===== config.mk =====
export PLATFORM = sky130hd
export DESIGN_NAME = l2_top
export DESIGN_NICKNAME = d
export VERILOG_FILES = /design/src/hdl/l2_pkg.sv /design/src/hdl/l2_addr_map.sv /design/src/hdl/l2_init_fsm.sv /design/src/hdl/l2_row_counter.sv /design/src/hdl/l2_bank.sv /design/src/hdl/l2_top.sv
export VERILOG_INCLUDE_DIRS = /design/src /design/src/hdl
export SDC_FILE = /design/constraint.sdc
export NUM_CORES = 2
export LEC_CHECK = 0
export BUFFER_PORTS_ARGS = -buffer_cell sky130_fd_sc_hd__buf_2
export CAP_MARGIN = 20
export CORE_UTILIZATION = 30
export CTS_BUF_LIST = sky130_fd_sc_hd__clkbuf_8 sky130_fd_sc_hd__clkbuf_16
export DETAILED_ROUTE_END_ITERATION = 8
export HOLD_SLACK_MARGIN = 0.03
export PLACE_DENSITY_LB_ADDON = 0.1
export RECOVER_POWER = 25
export SETUP_SLACK_MARGIN = 0.3
export SYNTH_ARGS = -nofsm -noshare
export SYNTH_HDL_FRONTEND = slang
export SYNTH_SLANG_ARGS = --single-unit

===== constraint.sdc =====
create_clock -name clk_i -period 7.4 [get_ports clk_i]
set_input_delay 1.11 -clock clk_i [delete_from_list [all_inputs] [get_ports clk_i]]
set_output_delay 1.11 -clock clk_i [all_outputs]
set_load 0.005 [all_outputs]

===== src/hdl/l2_config.svh =====
// ========================================
// L2 scratchpad configuration
// Address and data widths, bank geometry
// and the base of each address view
// ========================================

`ifndef L2_CONFIG_SVH
`define L2_CONFIG_SVH

`define L2_ADDR_W      16
`define L2_DATA_W      32
`define L2_NUM_BANKS   2
`define L2_BANK_ROWS   64

// View bases
`define L2_INTL_BASE   16'h0000
`define L2_NINT_BASE   16'h1000

// Derived sizes
`define L2_ROW_W       ($clog2(`L2_BANK_ROWS))
`define L2_BANK_W      ($clog2(`L2_NUM_BANKS))
`define L2_VIEW_BYTES  (`L2_NUM_BANKS * `L2_BANK_ROWS * (`L2_DATA_W / 8))

`endif


===== src/hdl/l2_pkg.sv =====
// ========================================
// L2 scratchpad types
// Request, response, map view and the
// decoded access passed to the banks
// ========================================

`include "l2_config.svh"

package l2_pkg;

  // Request port payload
  typedef struct packed {
    logic                  we;
    logic [`L2_ADDR_W-1:0] addr;
    logic [`L2_DATA_W-1:0] wdata;
  } l2_req_t;

  // Read response payload
  typedef struct packed {
    logic [`L2_DATA_W-1:0] rdata;
    logic                  err;
  } l2_rsp_t;

  // Two views of the same storage
  typedef enum logic {
    INTERLEAVE = 1'b0,
    NONE_INTER = 1'b1
  } l2_map_mode_e;

  // Decoded access, one cycle after the request
  typedef struct packed {
    logic                  valid;
    logic                  we;
    logic                  err;
    logic [`L2_BANK_W-1:0] bank;
    logic [`L2_ROW_W-1:0]  row;
    logic [`L2_DATA_W-1:0] wdata;
  } l2_access_t;

endpackage


===== src/hdl/l2_addr_map.sv =====
// ========================================
// L2 address decoder
// Matches a request against the two views
// and registers bank, row and error flag
// ========================================

`timescale 1ns/10ps
`include "l2_config.svh"

module l2_addr_map (
  input  logic                clk_i,
  input  logic                reset_i,
  input  logic                accept_i,
  input  logic                req_valid_i,
  input  l2_pkg::l2_req_t     req_i,
  output l2_pkg::l2_access_t  acc_o
);

  typedef struct packed {
    l2_pkg::l2_map_mode_e  mode;
    logic [`L2_ADDR_W-1:0] start_addr;
    logic [`L2_ADDR_W-1:0] end_addr;
  } map_rule_t;

  localparam int unsigned NumRules = 2;
  localparam logic [`L2_ADDR_W-1:0] ViewBytes = `L2_ADDR_W'(`L2_VIEW_BYTES);

  localparam map_rule_t [NumRules-1:0] MapRules = '{
    '{mode: l2_pkg::NONE_INTER, start_addr: `L2_NINT_BASE,
      end_addr: `L2_NINT_BASE + ViewBytes},
    '{mode: l2_pkg::INTERLEAVE, start_addr: `L2_INTL_BASE,
      end_addr: `L2_INTL_BASE + ViewBytes}
  };

  logic                               hit;
  l2_pkg::l2_map_mode_e               mode;
  logic [`L2_ADDR_W-1:0]              offset;
  logic [`L2_ROW_W+`L2_BANK_W-1:0]    word;
  logic [`L2_BANK_W-1:0]              bank;
  logic [`L2_ROW_W-1:0]               row;
  logic                               take;

  logic                               valid_q;
  logic                               we_q;
  logic                               err_q;
  logic [`L2_BANK_W-1:0]              bank_q;
  logic [`L2_ROW_W-1:0]               row_q;
  logic [`L2_DATA_W-1:0]              wdata_q;

  always_comb begin
    hit    = 1'b0;
    mode   = l2_pkg::INTERLEAVE;
    offset = '0;
    for (int i = 0; i < NumRules; i++) begin
      if (req_i.addr >= MapRules[i].start_addr && req_i.addr < MapRules[i].end_addr) begin
        hit    = 1'b1;
        mode   = MapRules[i].mode;
        offset = req_i.addr - MapRules[i].start_addr;
      end
    end
  end

  // Word index, byte lane bits dropped
  assign word = offset[`L2_ROW_W+`L2_BANK_W+1:2];

  // Two banks, so the bank is a single bit of the word index
  always_comb begin
    if (mode == l2_pkg::INTERLEAVE) begin
      bank = word[0];
      row  = word[`L2_ROW_W:1];
    end else begin
      bank = word[`L2_ROW_W];
      row  = word[`L2_ROW_W-1:0];
    end
  end

  assign take = accept_i && req_valid_i;

  always_ff @(posedge clk_i) begin
    if (reset_i) begin
      valid_q <= 1'b0;
    end else begin
      valid_q <= take;
    end
  end

  always_ff @(posedge clk_i) begin
    if (take) begin
      we_q    <= req_i.we;
      err_q   <= !hit;
      bank_q  <= bank;
      row_q   <= row;
      wdata_q <= req_i.wdata;
    end
  end

  always_comb begin
    acc_o.valid = valid_q;
    acc_o.we    = we_q;
    acc_o.err   = err_q;
    acc_o.bank  = bank_q;
    acc_o.row   = row_q;
    acc_o.wdata = wdata_q;
  end

endmodule


===== src/hdl/l2_init_fsm.sv =====
// ========================================
// L2 initialisation sequencer
// Zeroes both banks after reset or clear
// and holds requests off until done
// ========================================

`timescale 1ns/10ps

module l2_init_fsm (
  input  logic clk_i,
  input  logic reset_i,
  input  logic clear_i,
  input  logic last_i,
  output logic cnt_en_o,
  output logic clr_we_o,
  output logic ready_o
);

  typedef enum logic [1:0] {
    RESET = 2'd0,
    INIT  = 2'd1,
    READY = 2'd2
  } state_e;

  state_e state_q;
  state_e state_d;

  always_comb begin
    state_d = state_q;
    case (state_q)
      RESET: begin
        state_d = INIT;
      end
      INIT: begin
        // A clear mid-sweep starts over
        if (clear_i) begin
          state_d = RESET;
        end else if (last_i) begin
          state_d = READY;
        end
      end
      READY: begin
        if (clear_i) begin
          state_d = RESET;
        end
      end
      default: begin
        state_d = RESET;
      end
    endcase
  end

  always_ff @(posedge clk_i) begin
    if (reset_i) begin
      state_q <= RESET;
    end else begin
      state_q <= state_d;
    end
  end

  // Counter runs and rows are zeroed only while sweeping
  assign cnt_en_o = (state_q == INIT);
  assign clr_we_o = (state_q == INIT);
  assign ready_o  = (state_q == READY);

endmodule


===== src/hdl/l2_row_counter.sv =====
// ========================================
// L2 row counter
// Walks every bank row during the clear
// sweep, flags the final row
// ========================================

`timescale 1ns/10ps
`include "l2_config.svh"

module l2_row_counter (
  input  logic                 clk_i,
  input  logic                 reset_i,
  input  logic                 en_i,
  output logic [`L2_ROW_W-1:0] row_o,
  output logic                 last_o
);

  logic [`L2_ROW_W-1:0] row_q;

  always_ff @(posedge clk_i) begin
    if (reset_i || !en_i) begin
      row_q <= '0;
    end else if (last_o) begin
      row_q <= '0;
    end else begin
      row_q <= row_q + {{(`L2_ROW_W-1){1'b0}}, 1'b1};
    end
  end

  assign row_o  = row_q;
  assign last_o = (int'(row_q) == `L2_BANK_ROWS - 1);

endmodule


===== src/hdl/l2_bank.sv =====
// ========================================
// L2 memory bank
// Single-port word memory with a clear
// port and registered read data
// ========================================

`timescale 1ns/10ps
`include "l2_config.svh"

module l2_bank #(
  parameter logic [`L2_BANK_W-1:0] BANK_IDX = '0
) (
  input  logic                  clk_i,
  input  l2_pkg::l2_access_t    acc_i,
  input  logic                  clr_we_i,
  input  logic [`L2_ROW_W-1:0]  clr_row_i,
  output logic [`L2_DATA_W-1:0] rdata_o
);

  logic [`L2_DATA_W-1:0] mem_q [`L2_BANK_ROWS];
  logic [`L2_DATA_W-1:0] rdata_q;
  logic                  sel;

  // Only error-free accesses aimed at this bank
  assign sel = acc_i.valid && !acc_i.err && (acc_i.bank == BANK_IDX);

  // Clear sweep wins over a regular write
  always_ff @(posedge clk_i) begin
    if (clr_we_i) begin
      mem_q[clr_row_i] <= '0;
    end else if (sel && acc_i.we) begin
      mem_q[acc_i.row] <= acc_i.wdata;
    end
  end

  always_ff @(posedge clk_i) begin
    if (sel && !acc_i.we) begin
      rdata_q <= mem_q[acc_i.row];
    end
  end

  assign rdata_o = rdata_q;

endmodule


===== src/hdl/l2_top.sv =====
// ========================================
// L2 scratchpad top level
// Two banks behind an interleaved and a
// non-interleaved view, zeroed on reset
// and on clear, fixed read latency of two
// ========================================

`timescale 1ns/10ps
`include "l2_config.svh"

module l2_top (
  input  logic             clk_i,
  input  logic             reset_i,
  input  logic             clear_i,
  input  logic             req_valid_i,
  input  l2_pkg::l2_req_t  req_i,
  output logic             ready_o,
  output logic             rsp_valid_o,
  output l2_pkg::l2_rsp_t  rsp_o
);

  logic                  cnt_en;
  logic                  clr_we;
  logic                  row_last;
  logic [`L2_ROW_W-1:0]  clr_row;
  l2_pkg::l2_access_t    acc;

  logic [`L2_DATA_W-1:0] bank_rdata [`L2_NUM_BANKS];

  logic                  rsp_valid_q;
  logic [`L2_BANK_W-1:0] rsp_bank_q;
  logic                  rsp_err_q;

  // Requests only pass while the FSM reports ready
  l2_addr_map i_addr_map (
    .clk_i       ( clk_i       ),
    .reset_i     ( reset_i     ),
    .accept_i    ( ready_o     ),
    .req_valid_i ( req_valid_i ),
    .req_i       ( req_i       ),
    .acc_o       ( acc         )
  );

  l2_init_fsm i_init_fsm (
    .clk_i    ( clk_i    ),
    .reset_i  ( reset_i  ),
    .clear_i  ( clear_i  ),
    .last_i   ( row_last ),
    .cnt_en_o ( cnt_en   ),
    .clr_we_o ( clr_we   ),
    .ready_o  ( ready_o  )
  );

  l2_row_counter i_row_counter (
    .clk_i   ( clk_i    ),
    .reset_i ( reset_i  ),
    .en_i    ( cnt_en   ),
    .row_o   ( clr_row  ),
    .last_o  ( row_last )
  );

  l2_bank #(
    .BANK_IDX ( 1'b0 )
  ) i_bank_0 (
    .clk_i     ( clk_i         ),
    .acc_i     ( acc           ),
    .clr_we_i  ( clr_we        ),
    .clr_row_i ( clr_row       ),
    .rdata_o   ( bank_rdata[0] )
  );

  l2_bank #(
    .BANK_IDX ( 1'b1 )
  ) i_bank_1 (
    .clk_i     ( clk_i         ),
    .acc_i     ( acc           ),
    .clr_we_i  ( clr_we        ),
    .clr_row_i ( clr_row       ),
    .rdata_o   ( bank_rdata[1] )
  );

  // Response follows the bank read register
  always_ff @(posedge clk_i) begin
    if (reset_i) begin
      rsp_valid_q <= 1'b0;
    end else begin
      rsp_valid_q <= acc.valid && !acc.we;
    end
  end

  always_ff @(posedge clk_i) begin
    rsp_bank_q <= acc.bank;
    rsp_err_q  <= acc.err;
  end

  assign rsp_valid_o = rsp_valid_q;

  // Out-of-map reads return zero data
  always_comb begin
    rsp_o.err   = rsp_err_q;
    rsp_o.rdata = rsp_err_q ? '0 : bank_rdata[rsp_bank_q];
  end

endmodule


==> impl_metrics.yaml <==
cells_and_area:
  fin_cells: 14800
  sequential_cell_area_um2: 126000
  multi_input_area_um2: 32700
  final_core_utilization: 0.350
  syn_to_final_growth_pct: 15.8
  design_area_um2: 185000
  layout.nets: 7425
  fillers: 49000
  post_route_cells_drive_above_1_share: 0.289
global_routing:
  antenna_found_initial: 66
  grt_pass1_vias: 79900
  gr-usage-all-layers: 0.187
  grt_start_max_net_pins: 121
  grt_pass1_wl_mm: 691
  globalRouteOverflowTotal: 0
clocking:
  clock_tree.root_cell: "sky130_fd_sc_hd__clkbuf_16"
  postCtsHoldBufs: 0
  setup_bufs_post_cts: 0
  htreeDepth: 5
  clockBufferDepth: 4
  clock_latency_ns: 1.02
  clock_sink_count: 4213
  cts_made_buffers: 459
  clkTransAtPathRegs_ns: 0.06
  cts.repair.resized: 0
  tritoncts_clock_tree: "yes"
timing:
  max_freq_ghz: 0.172
  finalSetupViolations: 0
  max_slew_vio_count: 1277
  final_cycle_share: 0.788
  fin_setup_tns_ns: 0
  setup_repair_after_global_routing_missed_its_margin: "no"
  period_minus_slack_ns: 5.83
  finalHoldViolCount: 0
  finClkSkew_ns: 0.0603
  max_slew.worst_pin.slew_ns: 4.61
  max-slew-margin-rel: -2.07
detailed_routing:
  vias: 77000
  postRouteWirelength_mm: 514
  avgRoutedWirePerCell_um: 34.7
  drt_first_pass_iters: 5
  antenna_left: 0
  via_per_inst: 5.20
  drt_drc_violations_left: 0
  drt-initial-drc-count: 8315
run:
  max_cap_viol_count: 24
synthesis:
  synth_edf_count: 4201
  ys_warn_count: 0
  synth.lib_cells_used.distinct: 56
  synth_fp_nets: 6962
  portion_of_the_post_synthesis_area_used_by_sequential_elements: 0.790
  prevailing_post_synth_register_cell: "sky130_fd_sc_hd__edfxtp_1"
  synthesis.area_per_instance_um2: 23.2
  register_bit_count_reported_by_yosys: 4213
  post_synth_inst_count: 6908
  asyncSetResetFlopFracSynth: 0
  syn_area_um2: 160000
placement:
  dpl.cell_count: 13900
  count_of_input_and_output_buffers: 85
  dpl-instance-area_um2: 171000
  place_hpwl_mm: 290
  routabilityCongestion: 0.777
worst_setup_path:
  path_cells: "nand3b_1, nor3_1, clkbuf_1, mux2i_2, nor2_4, buf_4"
  cpMaxStageDelayCell: "sky130_fd_sc_hd__clkbuf_1"
  slowest_delay_ns: 1.89
  timing.critical_path.from_type: "flop"
  critical_path_class: "reg -> reg"
  setup.worst_path.end_class: "flop"
  timing.critical_path.max_delay_family: "buffers and inverters"
  path_buf_inv: 2
  required_time_worst_endpoint_ns: 8.05
  worstPathMaxFanout: 37
  cp_data_arrival_time_ns: 6.48
status:
  violations: "capacitance limit, slew limit"
  outcome: "finished, violations left"
pwr:
  pwr_density_cell_nw_per_um2: 257
  p_leak_nw: 61.9
  worst_ir_drop_vdd_uv: 207
  post-layout-total-power_mw: 47.7
floorplanning:
  initial_core_util: 0.302
  die_width_um: 732
  fp-row-count: 267
  design.core.area_um2: 530000
  total_i_o_pin_count: 88
  dieArea_um2: 536000
  die_height_um: 732
hold_path:
  min-delay-path-class: "in -> reg"
-- Yosys cell counts (55+ instances only) --
cell type | n | area share
sky130_fd_sc_hd__edfxtp_1 | 4201 | 0.79
sky130_fd_sc_hd__o211a_1 | 64 | 0.0040
sky130_fd_sc_hd__a22oi_1 | 305 | 0.014
sky130_fd_sc_hd__clkbuf_1 | 239 | 0.0056
sky130_fd_sc_hd__buf_2 | 92 | 0.0029
sky130_fd_sc_hd__a21oi_1 | 133 | 0.0042
sky130_fd_sc_hd__o221ai_1 | 63 | 0.0034
sky130_fd_sc_hd__mux2i_1 | 110 | 0.0069
sky130_fd_sc_hd__nand3_1 | 55 | 0.0017
sky130_fd_sc_hd__nand2_1 | 88 | 0.0021
sky130_fd_sc_hd__nor2_1 | 125 | 0.0029
sky130_fd_sc_hd__mux4_2 | 1023 | 0.14
sky130_fd_sc_hd__a221oi_1 | 80 | 0.0044
-- power by group --
group	internal, mW	switching, mW
logic	0.0471	0.144
registers	25.9	0.00806
clock network	12.1	9.52
total	38.0	9.68
-- flip-flops by register name (all words and copies together) (netlist names) --
name,cells
i_bank_0.mem_q,2048
i_bank_1.mem_q,2048
i_addr_map.wdata_q,32
i_bank_0.rdata_o,32
i_bank_1.rdata_o,32
i_addr_map.row_q,6
i_row_counter.row_o,6
i_init_fsm.state_q,2
i_addr_map.bank_q,1
i_addr_map.err_q,1
i_addr_map.valid_q,1
i_addr_map.we_q,1
rsp_bank_q,1
rsp_err_q,1
rsp_valid_o,1
-- cell families after synthesis --
group,share of synthesized area
DFF,0.790
muxes,0.151
AOI/OAI and AO/OA,0.0319
and+or+nand+nor,0.0141
buffers and inverters,0.0125
xor gates and xnor gates,0.000219
adders and majority gates,0.0000782
-- through the flow --
step                      worst slack (ns)  hold WS (ns)
after floorplan                       2.15         0.343
after global placement                2.94         0.490
after detailed placement              2.94         0.513
after CTS                             2.74         0.161
after global routing                  1.39         0.212
final                                 1.57         0.273
-- worst register-to-register path, cell delays in order, from the launching register on --
cell and delay [ns]:
sky130_fd_sc_hd__edfxtp_1 0.55, sky130_fd_sc_hd__nand3b_1 0.39, sky130_fd_sc_hd__nor3_1 0.61, sky130_fd_sc_hd__clkbuf_1 1.89, sky130_fd_sc_hd__mux2i_2 0.73, sky130_fd_sc_hd__nor2_4 0.79
sky130_fd_sc_hd__buf_4 0.49
-- routing by layer --
metal,routed length (um),vias up,global-route usage
met5,136,-,0
met4,12200,20,0.0428
met3,34700,566,0.0415
met2,236000,2532,0.294
met1,231000,42900,0.267
li1,-,30900,-
-- final cells by class --
type | instances | area share
repair buffers | 418 | 0.0169
inverters | 4 | 0.0000945
diodes | 49 | 0.000662
multi-input cells | 2275 | 0.177
flip-flops and latches | 4213 | 0.682
well taps | 6994 | 0.0472
clock inverters | 377 | 0.0133
clock buffers | 468 | 0.0630
-- final timing paths --
path                          start                endpoint  slack [ns]  cells past startpoint
max                i_addr_map.err_q  i_bank_0.mem_q[37][17]        1.57                      6
min                        req_i[2]   i_addr_map.wdata_q[2]        0.27                      1
max reg2reg        i_addr_map.err_q  i_bank_0.mem_q[37][17]        1.57                      6
min reg2reg  i_row_counter.row_o[0]  i_row_counter.row_o[0]        0.55                      1
-- cells in the final DEF, fill, tap and decap left out, types with 44 or more instances in the layout --
cell type                   count
sky130_fd_sc_hd__a22oi_1      305
sky130_fd_sc_hd__clkinv_2      94
sky130_fd_sc_hd__clkinv_1     115
sky130_fd_sc_hd__nand3_1       54
sky130_fd_sc_hd__buf_2         62
sky130_fd_sc_hd__buf_4        282
sky130_fd_sc_hd__nor2_4        65
sky130_fd_sc_hd__mux4_2      1023
sky130_fd_sc_hd__nor2_1        61
sky130_fd_sc_hd__clkbuf_16    464
sky130_fd_sc_hd__o211a_1       64
sky130_fd_sc_hd__mux2i_1      102
sky130_fd_sc_hd__clkbuf_1      44
sky130_fd_sc_hd__edfxtp_1    4201
sky130_fd_sc_hd__inv_1        120
sky130_fd_sc_hd__o221ai_1      63
sky130_fd_sc_hd__a21oi_1      133
sky130_fd_sc_hd__diode_2       49
sky130_fd_sc_hd__a221oi_1      80
sky130_fd_sc_hd__nand2_1       87
Note: power is estimated with default switching activity, not from simulation.
